<file path="config.mk">
export PLATFORM = sky130hd
export DESIGN_NAME = ec_range_top
export DESIGN_NICKNAME = d
export VERILOG_FILES = /design/src/design/ec_pkg.sv /design/src/design/leading_zero.sv /design/src/design/stage_2.sv /design/src/design/ec_stage_1.sv /design/src/design/ec_ctrl_fsm.sv /design/src/design/ec_shift_counter.sv /design/src/design/ec_range_top.sv
export SDC_FILE = /design/constraint.sdc
export NUM_CORES = 1
export LEC_CHECK = 0
export BUFFER_PORTS_ARGS = -buffer_cell sky130_fd_sc_hd__buf_4
export CORE_ASPECT_RATIO = 0.8
export CORE_MARGIN = 4
export CORE_UTILIZATION = 55
export DETAILED_ROUTE_END_ITERATION = 12
export GPL_TIMING_DRIVEN = 0
export PLACE_DENSITY = 0.7
export SYNTH_ARGS = -nofsm -noshare
export SYNTH_HDL_FRONTEND = slang
export SYNTH_SLANG_ARGS = --single-unit
</file>
<file path="constraint.sdc">
create_clock -name clk -period 13.6 [get_ports clk]
set_clock_uncertainty 0.15 [all_clocks]
set_input_delay 0.68 -clock clk [delete_from_list [all_inputs] [get_ports clk]]
set_output_delay 0.68 -clock clk [all_outputs]
set_load 0.1 [all_outputs]
</file>
<file path="src/design/ec_pkg.sv">
/* Range coder package
   Request word layouts, controller states and the coder constants */
package ec_pkg;

  // Range and shift-count widths
  localparam int EC_RANGE_W = 16;
  localparam int EC_D_W = 5;

  // Probability floor per symbol
  localparam logic [EC_RANGE_W-1:0] EC_MIN_PROB = 16'd4;

  // Range right after init, 0.5 in Q16
  localparam logic [EC_RANGE_W-1:0] EC_RANGE_INIT = 16'd32768;

  // CDF request, bounds in inverse Q15 form
  typedef struct packed {
    logic [15:0] fl;
    logic [15:0] fh;
    logic [3:0]  sym;
    logic [3:0]  nsyms;
  } ec_cdf_req_t;

  // Equiprobable booleans, bit 0 coded first
  typedef struct packed {
    logic [34:0] reserved;
    logic [1:0]  count;
    logic [2:0]  bits;
  } ec_bool_req_t;

  // Same 40-bit request word, decoded per req_is_bool
  typedef union packed {
    ec_cdf_req_t  cdf;
    ec_bool_req_t boolean;
  } ec_req_t;

  // Controller states
  typedef enum logic [1:0] {
    IDLE,
    INIT,
    ENCODE,
    DRAIN
  } ec_state_t;

endpackage

</file>
<file path="src/design/leading_zero.sv">
/* Leading-zero counter
   Two-level priority tree over four nibbles of a 16-bit range */
`timescale 1ns/1ps

module leading_zero (
  input  logic [ec_pkg::EC_RANGE_W-1:0] in_range,
  output logic                          v,
  output logic [ec_pkg::EC_D_W-1:0]     lzc_out
);

  logic [3:0] nib_nz;
  logic [1:0] nib_cnt [4];

  // First level, zeros inside one nibble
  function automatic logic [1:0] nib_lzc(input logic [3:0] nib);
    if (nib[3]) begin
      return 2'd0;
    end else if (nib[2]) begin
      return 2'd1;
    end else if (nib[1]) begin
      return 2'd2;
    end
    return 2'd3;
  endfunction

  for (genvar i = 0; i < 4; i++) begin : g_nib
    assign nib_nz[i]  = |in_range[4*i +: 4];
    assign nib_cnt[i] = nib_lzc(in_range[4*i +: 4]);
  end

  // Low when no bit is set
  assign v = |nib_nz;

  // Second level, first nonzero nibble from the top
  always_comb begin
    if (nib_nz[3]) begin
      lzc_out = {3'd0, nib_cnt[3]};
    end else if (nib_nz[2]) begin
      lzc_out = {3'd1, nib_cnt[2]};
    end else if (nib_nz[1]) begin
      lzc_out = {3'd2, nib_cnt[1]};
    end else if (nib_nz[0]) begin
      lzc_out = {3'd3, nib_cnt[0]};
    end else begin
      lzc_out = 5'd16;
    end
  end

endmodule

</file>
<file path="src/design/stage_2.sv">
/* Encoder stage 2
   New range for one CDF symbol or up to three chained booleans,
   with one-round renormalization producing the shift count d */
`timescale 1ns/1ps

module stage_2 (
  input  logic                          comp_mux,
  input  logic                          bool_flag_1,
  input  logic                          bool_flag_2,
  input  logic                          bool_flag_3,
  input  logic [ec_pkg::EC_RANGE_W-1:0] UU,
  input  logic [ec_pkg::EC_RANGE_W-1:0] VV,
  input  logic [ec_pkg::EC_RANGE_W-1:0] in_range,
  input  logic [ec_pkg::EC_RANGE_W-1:0] lut_u,
  input  logic [ec_pkg::EC_RANGE_W-1:0] lut_v,
  input  logic [ec_pkg::EC_RANGE_W-1:0] lut_uv,
  input  logic [3:0]                    in_symbol_1,
  input  logic [3:0]                    in_symbol_2,
  input  logic [3:0]                    in_symbol_3,
  output logic [ec_pkg::EC_RANGE_W-1:0] out_range,
  output logic [ec_pkg::EC_D_W-1:0]     out_d_1,
  output logic [ec_pkg::EC_D_W-1:0]     out_d_2,
  output logic [ec_pkg::EC_D_W-1:0]     out_d_3
);

  logic [ec_pkg::EC_RANGE_W-1:0] range_cdf;
  logic [ec_pkg::EC_RANGE_W-1:0] range_bool_1;
  logic [ec_pkg::EC_RANGE_W-1:0] range_bool_2;
  logic [ec_pkg::EC_RANGE_W-1:0] range_bool_3;
  logic [ec_pkg::EC_RANGE_W-1:0] range_bool;
  logic [ec_pkg::EC_D_W-1:0]     d_cdf;
  logic [ec_pkg::EC_D_W-1:0]     d_bool_1;

  s2_cdf u_cdf (
    .comp_mux  (comp_mux),
    .UU        (UU),
    .VV        (VV),
    .in_range  (in_range),
    .lut_u     (lut_u),
    .lut_v     (lut_v),
    .lut_uv    (lut_uv),
    .d_out     (d_cdf),
    .out_range (range_cdf)
  );

  // Booleans chained, each one renormalized before the next
  s2_bool u_bool_1 (
    .in_range  (in_range),
    .symbol    (in_symbol_1),
    .out_d     (d_bool_1),
    .out_range (range_bool_1)
  );

  s2_bool u_bool_2 (
    .in_range  (range_bool_1),
    .symbol    (in_symbol_2),
    .out_d     (out_d_2),
    .out_range (range_bool_2)
  );

  s2_bool u_bool_3 (
    .in_range  (range_bool_2),
    .symbol    (in_symbol_3),
    .out_d     (out_d_3),
    .out_range (range_bool_3)
  );

  // Last active boolean gives the range
  assign range_bool = bool_flag_3 ? range_bool_3 :
                      bool_flag_2 ? range_bool_2 :
                      range_bool_1;

  assign out_range = bool_flag_1 ? range_bool : range_cdf;
  assign out_d_1   = bool_flag_1 ? d_bool_1 : d_cdf;

endmodule

module s2_cdf (
  input  logic                          comp_mux,
  input  logic [ec_pkg::EC_RANGE_W-1:0] UU,
  input  logic [ec_pkg::EC_RANGE_W-1:0] VV,
  input  logic [ec_pkg::EC_RANGE_W-1:0] in_range,
  input  logic [ec_pkg::EC_RANGE_W-1:0] lut_u,
  input  logic [ec_pkg::EC_RANGE_W-1:0] lut_v,
  input  logic [ec_pkg::EC_RANGE_W-1:0] lut_uv,
  output logic [ec_pkg::EC_D_W-1:0]     d_out,
  output logic [ec_pkg::EC_RANGE_W-1:0] out_range
);

  logic [7:0]                    rr;
  logic [23:0]                   prod_u;
  logic [23:0]                   prod_v;
  logic [ec_pkg::EC_RANGE_W-1:0] u_scaled;
  logic [ec_pkg::EC_RANGE_W-1:0] v_scaled;
  logic [ec_pkg::EC_RANGE_W-1:0] u_full;
  logic [ec_pkg::EC_RANGE_W-1:0] v_full;
  logic [ec_pkg::EC_RANGE_W-1:0] range_raw;

  // Top byte of the range scales both bounds
  assign rr     = in_range[15:8];
  assign prod_u = rr * UU;
  assign prod_v = rr * VV;

  // Halved products, below 2^16 for Q15 bounds
  assign u_scaled = prod_u[16:1];
  assign v_scaled = prod_v[16:1];
  assign u_full   = u_scaled + lut_u;
  assign v_full   = v_scaled + lut_v;

  // u - v below the top of the CDF, otherwise the rest of the range
  assign range_raw = comp_mux ? (u_full - v_full) : (in_range - v_full);

  s2_renormalization u_norm (
    .range_raw   (range_raw),
    .d_out       (d_out),
    .range_final (out_range)
  );

endmodule

module s2_bool (
  input  logic [ec_pkg::EC_RANGE_W-1:0] in_range,
  input  logic [3:0]                    symbol,
  output logic [ec_pkg::EC_D_W-1:0]     out_d,
  output logic [ec_pkg::EC_RANGE_W-1:0] out_range
);

  logic [ec_pkg::EC_RANGE_W-1:0] v;
  logic [ec_pkg::EC_RANGE_W-1:0] range_raw;

  // Fixed 50% probability, (R >> 8) * 128 plus the floor
  assign v = {1'b0, in_range[15:8], 7'd0} + ec_pkg::EC_MIN_PROB;
  assign range_raw = symbol[0] ? v : (in_range - v);

  // Worst case leaves two leading zeros, no LZC needed
  assign out_d = range_raw[15] ? 5'd0 :
                 range_raw[14] ? 5'd1 :
                 5'd2;
  assign out_range = range_raw << out_d;

endmodule

module s2_renormalization (
  input  logic [ec_pkg::EC_RANGE_W-1:0] range_raw,
  output logic [ec_pkg::EC_D_W-1:0]     d_out,
  output logic [ec_pkg::EC_RANGE_W-1:0] range_final
);

  logic lzc_nonzero;

  leading_zero u_lzc (
    .in_range (range_raw),
    .v        (lzc_nonzero),
    .lzc_out  (d_out)
  );

  // Zero raw range shifts out to zero
  assign range_final = lzc_nonzero ? (range_raw << d_out) : '0;

endmodule

</file>
<file path="src/design/ec_stage_1.sv">
/* Encoder stage 1
   Registers the scaled CDF bounds, probability-floor terms and boolean fields */
`timescale 1ns/1ps

module ec_stage_1 (
  input  logic                          clk,
  input  logic                          reset,
  input  logic                          in_valid,
  input  logic                          in_is_bool,
  input  ec_pkg::ec_req_t               in_req,
  output logic                          s1_valid,
  output logic                          comp_mux,
  output logic                          bool_flag_1,
  output logic                          bool_flag_2,
  output logic                          bool_flag_3,
  output logic [ec_pkg::EC_RANGE_W-1:0] UU,
  output logic [ec_pkg::EC_RANGE_W-1:0] VV,
  output logic [ec_pkg::EC_RANGE_W-1:0] lut_u,
  output logic [ec_pkg::EC_RANGE_W-1:0] lut_v,
  output logic [ec_pkg::EC_RANGE_W-1:0] lut_uv,
  output logic [3:0]                    symbol_1,
  output logic [3:0]                    symbol_2,
  output logic [3:0]                    symbol_3
);

  logic [ec_pkg::EC_RANGE_W-1:0] cnt_v;
  logic [ec_pkg::EC_RANGE_W-1:0] cnt_u;
  logic [ec_pkg::EC_RANGE_W-1:0] lut_u_next;
  logic [ec_pkg::EC_RANGE_W-1:0] lut_v_next;

  // Symbols above s, and above s-1
  assign cnt_v = {12'd0, in_req.cdf.nsyms} - {12'd0, in_req.cdf.sym};
  assign cnt_u = cnt_v + 16'd1;
  assign lut_u_next = cnt_u * ec_pkg::EC_MIN_PROB;
  assign lut_v_next = cnt_v * ec_pkg::EC_MIN_PROB;

  // Valid flag is the only control bit here
  always_ff @(posedge clk) begin
    if (reset) begin
      s1_valid <= 1'b0;
    end else begin
      s1_valid <= in_valid;
    end
  end

  // Payload captured on accept only
  always_ff @(posedge clk) begin
    if (in_valid) begin
      if (in_is_bool) begin
        // CDF terms cleared, stage 2 takes the bool path
        comp_mux    <= 1'b0;
        UU          <= '0;
        VV          <= '0;
        lut_u       <= '0;
        lut_v       <= '0;
        lut_uv      <= '0;
        bool_flag_1 <= (in_req.boolean.count >= 2'd1);
        bool_flag_2 <= (in_req.boolean.count >= 2'd2);
        bool_flag_3 <= (in_req.boolean.count == 2'd3);
        symbol_1    <= {3'b000, in_req.boolean.bits[0]};
        symbol_2    <= {3'b000, in_req.boolean.bits[1]};
        symbol_3    <= {3'b000, in_req.boolean.bits[2]};
      end else begin
        // u path exists only below the top of the CDF
        comp_mux    <= (in_req.cdf.fl < 16'h8000);
        UU          <= in_req.cdf.fl >> 6;
        VV          <= in_req.cdf.fh >> 6;
        lut_u       <= lut_u_next;
        lut_v       <= lut_v_next;
        lut_uv      <= lut_u_next - lut_v_next;
        bool_flag_1 <= 1'b0;
        bool_flag_2 <= 1'b0;
        bool_flag_3 <= 1'b0;
        symbol_1    <= '0;
        symbol_2    <= '0;
        symbol_3    <= '0;
      end
    end
  end

endmodule

</file>
<file path="src/design/ec_ctrl_fsm.sv">
/* Encoder controller
   Sequences idle, range init, encoding and pipeline drain */
`timescale 1ns/1ps

module ec_ctrl_fsm (
  input  logic clk,
  input  logic reset,
  input  logic start,
  input  logic flush,
  input  logic s1_valid,
  input  logic res_valid,
  output logic req_ready,
  output logic init_range,
  output logic done
);

  ec_pkg::ec_state_t state;
  ec_pkg::ec_state_t state_next;
  logic              drained;

  // Nothing left in stage 1 or the result register
  assign drained = ~s1_valid & ~res_valid;

  always_comb begin
    state_next = state;
    case (state)
      ec_pkg::IDLE: begin
        if (start) begin
          state_next = ec_pkg::INIT;
        end
      end
      // Single cycle, range reload and counter clear
      ec_pkg::INIT: begin
        state_next = ec_pkg::ENCODE;
      end
      ec_pkg::ENCODE: begin
        if (flush) begin
          state_next = ec_pkg::DRAIN;
        end
      end
      ec_pkg::DRAIN: begin
        if (drained) begin
          state_next = ec_pkg::IDLE;
        end
      end
      default: begin
        state_next = ec_pkg::IDLE;
      end
    endcase
  end

  always_ff @(posedge clk) begin
    if (reset) begin
      state <= ec_pkg::IDLE;
      done  <= 1'b0;
    end else begin
      state <= state_next;
      // One pulse as DRAIN exits
      done  <= (state == ec_pkg::DRAIN) && drained;
    end
  end

  // Requests taken only while encoding
  assign req_ready  = (state == ec_pkg::ENCODE);
  assign init_range = (state == ec_pkg::INIT);

endmodule

</file>
<file path="src/design/ec_shift_counter.sv">
/* Shift counter
   Totals the renormalization shifts and the number of coded requests */
`timescale 1ns/1ps

module ec_shift_counter #(
  parameter int COUNT_WIDTH = 16
) (
  input  logic                        clk,
  input  logic                        reset,
  input  logic                        clear,
  input  logic                        add_valid,
  input  logic [ec_pkg::EC_D_W+1:0]   add_shift,
  output logic [COUNT_WIDTH-1:0]      total_shift,
  output logic [COUNT_WIDTH-1:0]      req_count
);

  logic [COUNT_WIDTH-1:0] shift_ext;

  // Sized to the counter, any width wraps cleanly
  assign shift_ext = COUNT_WIDTH'(add_shift);

  always_ff @(posedge clk) begin
    if (reset) begin
      total_shift <= '0;
      req_count   <= '0;
    end else if (clear) begin
      total_shift <= '0;
      req_count   <= '0;
    end else if (add_valid) begin
      // Output bits owed so far
      total_shift <= total_shift + shift_ext;
      req_count   <= req_count + 1'b1;
    end
  end

endmodule

</file>
<file path="src/design/ec_range_top.sv">
/* Range encoder top
   Stage 1, stage 2 and the range register loop, with result and shift totals */
`timescale 1ns/1ps

module ec_range_top #(
  parameter int COUNT_WIDTH = 16
) (
  input  logic                          clk,
  input  logic                          reset,
  input  logic                          start,
  input  logic                          flush,
  input  logic                          req_valid,
  input  logic                          req_is_bool,
  input  ec_pkg::ec_req_t               req_word,
  output logic                          req_ready,
  output logic                          res_valid,
  output logic                          done,
  output logic [ec_pkg::EC_RANGE_W-1:0] res_range,
  output logic [ec_pkg::EC_D_W+1:0]     res_shift,
  output logic [COUNT_WIDTH-1:0]        total_shift,
  output logic [COUNT_WIDTH-1:0]        req_count
);

  localparam int SHIFT_W = ec_pkg::EC_D_W + 2;

  logic                          accept;
  logic                          init_range;
  logic                          s1_valid;
  logic                          comp_mux;
  logic                          bool_flag_1;
  logic                          bool_flag_2;
  logic                          bool_flag_3;
  logic [ec_pkg::EC_RANGE_W-1:0] UU;
  logic [ec_pkg::EC_RANGE_W-1:0] VV;
  logic [ec_pkg::EC_RANGE_W-1:0] lut_u;
  logic [ec_pkg::EC_RANGE_W-1:0] lut_v;
  logic [ec_pkg::EC_RANGE_W-1:0] lut_uv;
  logic [3:0]                    symbol_1;
  logic [3:0]                    symbol_2;
  logic [3:0]                    symbol_3;
  logic [ec_pkg::EC_RANGE_W-1:0] range_q;
  logic [ec_pkg::EC_RANGE_W-1:0] range_next;
  logic [ec_pkg::EC_D_W-1:0]     d_1;
  logic [ec_pkg::EC_D_W-1:0]     d_2;
  logic [ec_pkg::EC_D_W-1:0]     d_3;
  logic [SHIFT_W-1:0]            shift_sum;

  assign accept = req_valid & req_ready;

  ec_ctrl_fsm u_ctrl (
    .clk        (clk),
    .reset      (reset),
    .start      (start),
    .flush      (flush),
    .s1_valid   (s1_valid),
    .res_valid  (res_valid),
    .req_ready  (req_ready),
    .init_range (init_range),
    .done       (done)
  );

  ec_stage_1 u_stage_1 (
    .clk         (clk),
    .reset       (reset),
    .in_valid    (accept),
    .in_is_bool  (req_is_bool),
    .in_req      (req_word),
    .s1_valid    (s1_valid),
    .comp_mux    (comp_mux),
    .bool_flag_1 (bool_flag_1),
    .bool_flag_2 (bool_flag_2),
    .bool_flag_3 (bool_flag_3),
    .UU          (UU),
    .VV          (VV),
    .lut_u       (lut_u),
    .lut_v       (lut_v),
    .lut_uv      (lut_uv),
    .symbol_1    (symbol_1),
    .symbol_2    (symbol_2),
    .symbol_3    (symbol_3)
  );

  // Combinational on stage 1 and the current range
  stage_2 u_stage_2 (
    .comp_mux    (comp_mux),
    .bool_flag_1 (bool_flag_1),
    .bool_flag_2 (bool_flag_2),
    .bool_flag_3 (bool_flag_3),
    .UU          (UU),
    .VV          (VV),
    .in_range    (range_q),
    .lut_u       (lut_u),
    .lut_v       (lut_v),
    .lut_uv      (lut_uv),
    .in_symbol_1 (symbol_1),
    .in_symbol_2 (symbol_2),
    .in_symbol_3 (symbol_3),
    .out_range   (range_next),
    .out_d_1     (d_1),
    .out_d_2     (d_2),
    .out_d_3     (d_3)
  );

  // Shift of the active paths only
  assign shift_sum = SHIFT_W'(d_1) +
                     (bool_flag_2 ? SHIFT_W'(d_2) : '0) +
                     (bool_flag_3 ? SHIFT_W'(d_3) : '0);

  // Range loop, closes in one cycle for back-to-back requests
  always_ff @(posedge clk) begin
    if (reset || init_range) begin
      range_q <= ec_pkg::EC_RANGE_INIT;
    end else if (s1_valid) begin
      range_q <= range_next;
    end
  end

  always_ff @(posedge clk) begin
    if (reset) begin
      res_valid <= 1'b0;
    end else begin
      res_valid <= s1_valid;
    end
  end

  // Result payload, consumer never stalls
  always_ff @(posedge clk) begin
    if (s1_valid) begin
      res_range <= range_next;
      res_shift <= shift_sum;
    end
  end

  ec_shift_counter #(
    .COUNT_WIDTH (COUNT_WIDTH)
  ) u_shift_counter (
    .clk         (clk),
    .reset       (reset),
    .clear       (init_range),
    .add_valid   (res_valid),
    .add_shift   (res_shift),
    .total_shift (total_shift),
    .req_count   (req_count)
  );

endmodule

</file>
==> flow_metrics.tcl <==
set metrics [dict create \
    die_area_um2 34000 \
    synth_warnings 0 \
    cts-htree-levels 4 \
    grt_first_pass_wirelength_um 80600 \
    relSlewSlack 0.286 \
    startpoint "range_q[15]" \
    tightest_slew_ns 1.06 \
    r2r_cells 41 \
    multi_input_area_um2 12900 \
    yosys.area_share.adder 0.253 \
    firstDrtPassIters 6 \
    n_antenna_cell 0 \
    syn2layout_area_growth_pct 10.5 \
    worst_ep_required_time_ns 13.64 \
    clk-insertion-delay-late_ns 0.45 \
    critPathMaxFanout 10 \
    slew_viol_final 0 \
    clockBufferDepth 2 \
    rsz0062_at_grt "no" \
    synth_compound_area_frac 0.200 \
    synthesis.area_um2 17100 \
    root_buffer "clkbuf_16" \
    worstReg2RegStart "range_q[15]" \
    grt_pass1_vias 15200 \
    grt.overflow.total 0 \
    cp_slowest_cell "a2111oi_0" \
    synth_edf_count 65 \
    wirelength_um 50800 \
    grt_max_degree 35 \
    fin_tns_setup_ns 0 \
    numCtsBuffers 17 \
    layout-drive-gt1-share 0.0880 \
    io_pins 104 \
    crit_end "res_range[13]" \
    status "finished clean" \
    max_freq_ghz 0.0761 \
    place_hpwl_um 40500 \
    hold_class "in -> reg" \
    r2r_end "res_range[13]" \
    n_fill_cell 2756 \
    yosys.area_share.simple 0.207 \
    cts_tree "done" \
    first_iter_violations 1594 \
    utilization 0.619 \
    synthArstFlopShare 0 \
    synth_top_family_by_area "adder cells" \
    core-area_um2 30500 \
    setup-violations-final 0 \
    vias 15800 \
    critPathCaptureType "flip-flop" \
    cap_viol_max_count 0 \
    fin_nets 2492 \
    fin_crit_sh 0.966 \
    synth.mux.area_fraction 0.0367 \
    fp.dieH_um 166 \
    criticalPathCategory "reg -> reg" \
    clk_transition_reported_paths_ns 0.07 \
    place.gp.congestion 0.984 \
    portBuffers 90 \
    yosysSeqAreaShare 0.176 \
    startpoint_type "flip-flop" \
    ys_ff_latch 118 \
    arrival_ns 13.17 \
    final-hold-violation-count 0 \
    seq_area_um2 3010 \
    fp-row-count 57 \
    clock_sinks 118 \
    syn-instance-count 2058 \
    viasPerCell 6.10 \
    wl_per_cell_um 19.6 \
    yosysUniqueCellTypes 99 \
    fin_ws_ns 0.466 \
    ant_nets 0 \
    synthFlopType "edfxtp_1" \
    dp_slack_ns 0.653 \
    cts_hold_buffers 0 \
    drc 0 \
    avgSynthCellArea_um2 8.31 \
    fin_crit_ns 13.13 \
    cp_slowest_stage_delay_ns 0.71 \
    grtUsageTotal 0.294 \
    synthXorXnorAreaFrac 0.0558 \
    antenna_found_initial 1 \
    initial_core_util 0.560 \
    die_w_um 205 \
    r2r_setup_slack_ns 0.47 \
]
[worst max-delay path: cells and delay by family, from the launching register on]
kind / cells / cell delay [ns]
AO/OA/AOI/OAI: 12 / 2.82
XOR/XNOR: 4 / 1.50
adder cells (fa/ha/maj): 8 / 3.38
buffers and inverters: 7 / 2.60
flip-flops: 1 / 0.42
multiplexers: 2 / 0.49
AND/OR/NAND/NOR: 8 / 1.47
[what timing repair did]
| item | 4_1_cts | 5_1_grt |
|---|---|---|
| endpoints found under the hold margin | 0 | 0 |
| resized for setup | 0 | 2 |
| buffers inserted | 0 | 0 |
| setup endpoints to repair | 0 | 8 |
[cells in the mapped netlist (all sizes together), types with 39 or more instances]
cell    count  area, um^2
mux2i      39         403
dfxtp      53        1060
nor2b      39         244
inv       242         908
nand2     151         567
edfxtp     65        1950
ha        163        2040
clkbuf     60         225
o21ai      84         428
nand3      44         225
xnor2      71         622
and2      127         795
fa        114        2280
a21oi     118         591
nor2      141         529
[cells by family after synthesis]
logic type,Yosys count
AND/OR/NAND/NOR,683
AO/OA/AOI/OAI,490
buffers and inverters,320
adder cells (fa/ha/maj),278
flip-flops,118
XOR/XNOR,109
multiplexers,59
other,1
[flip-flops by register name, indices dropped and copies added, names as in the netlist, 2 cells and up]
signal and cells:
range_q 16, res_range 16, u_shift_counter.req_count 16, u_shift_counter.total_shift 16
u_stage_1.lut_u 11, u_stage_1.UU 10, u_stage_1.VV 10, res_shift 6
u_stage_1.lut_v 5, u_ctrl.state 2
[routing by layer]
metal / part of all wire / GRT usage
met2: 0.42 / 0.433
met1: 0.48 / 0.448
met5: 0.00026 / 0
met4: 0.015 / 0.0600
met3: 0.089 / 0.0617
[how the worst min path moves through the flow]
stage                                          from                               to  slack, ns  cells past startpoint
floorplan                                range_q[7]                       range_q[7]       0.33                      2
global placement    u_shift_counter.total_shift[15]  u_shift_counter.total_shift[15]       0.32                      2
detailed placement  u_shift_counter.total_shift[15]  u_shift_counter.total_shift[15]       0.34                      2
CTS                                           reset                        res_valid       0.29                      2
global route                                  reset                  u_ctrl.state[1]       0.32                      2
finish                                        reset                  u_ctrl.state[1]       0.30                      2
[through the flow]
step	cell area (um^2)	instances	hold WS [ns]
CTS	18900	2595	0.288
finish	18900	2595	0.299
floorplan	17100	2059	0.334
global placement	18300	2562	0.320
detailed placement	18300	2563	0.337
global route	18900	2595	0.316
[cell type report]
type / instances / share of cell area
Tap cell: 413 / 0.0273
Timing Repair Buffer: 91 / 0.0368
Clock inverter: 15 / 0.00801
Multi-Input combinational cell: 1621 / 0.681
Sequential cell: 118 / 0.159
Clock buffer: 17 / 0.0225
Buffer: 75 / 0.0161
Inverter: 245 / 0.0487
[layout by cell type (no fill, tap or decap), types with 14 or more instances in the layout]
cell type / count
buf_4: 92
o21ai_0: 77
and3_1: 29
nand4_1: 17
a21o_1: 37
clkbuf_16: 17
mux2i_1: 38
and2_1: 126
dfxtp_1: 53
o211ai_1: 20
a211o_1: 14
edfxtp_1: 65
nand2b_1: 19
nand3_1: 43
mux2_2: 20
or3_1: 21
fa_1: 114
clkbuf_1: 59
nand2_1: 151
o21a_1: 20
inv_1: 241
a21oi_1: 118
xnor2_1: 71
nor2_1: 141
nor2b_1: 39
a31oi_1: 15
ha_1: 163
o31ai_1: 21
a211oi_1: 27
nor3_1: 38
xor2_1: 38
Power is left out: the tool's default activity adds up to more than one toggle a clock period on the data nets, which glitch-free logic cannot reach.
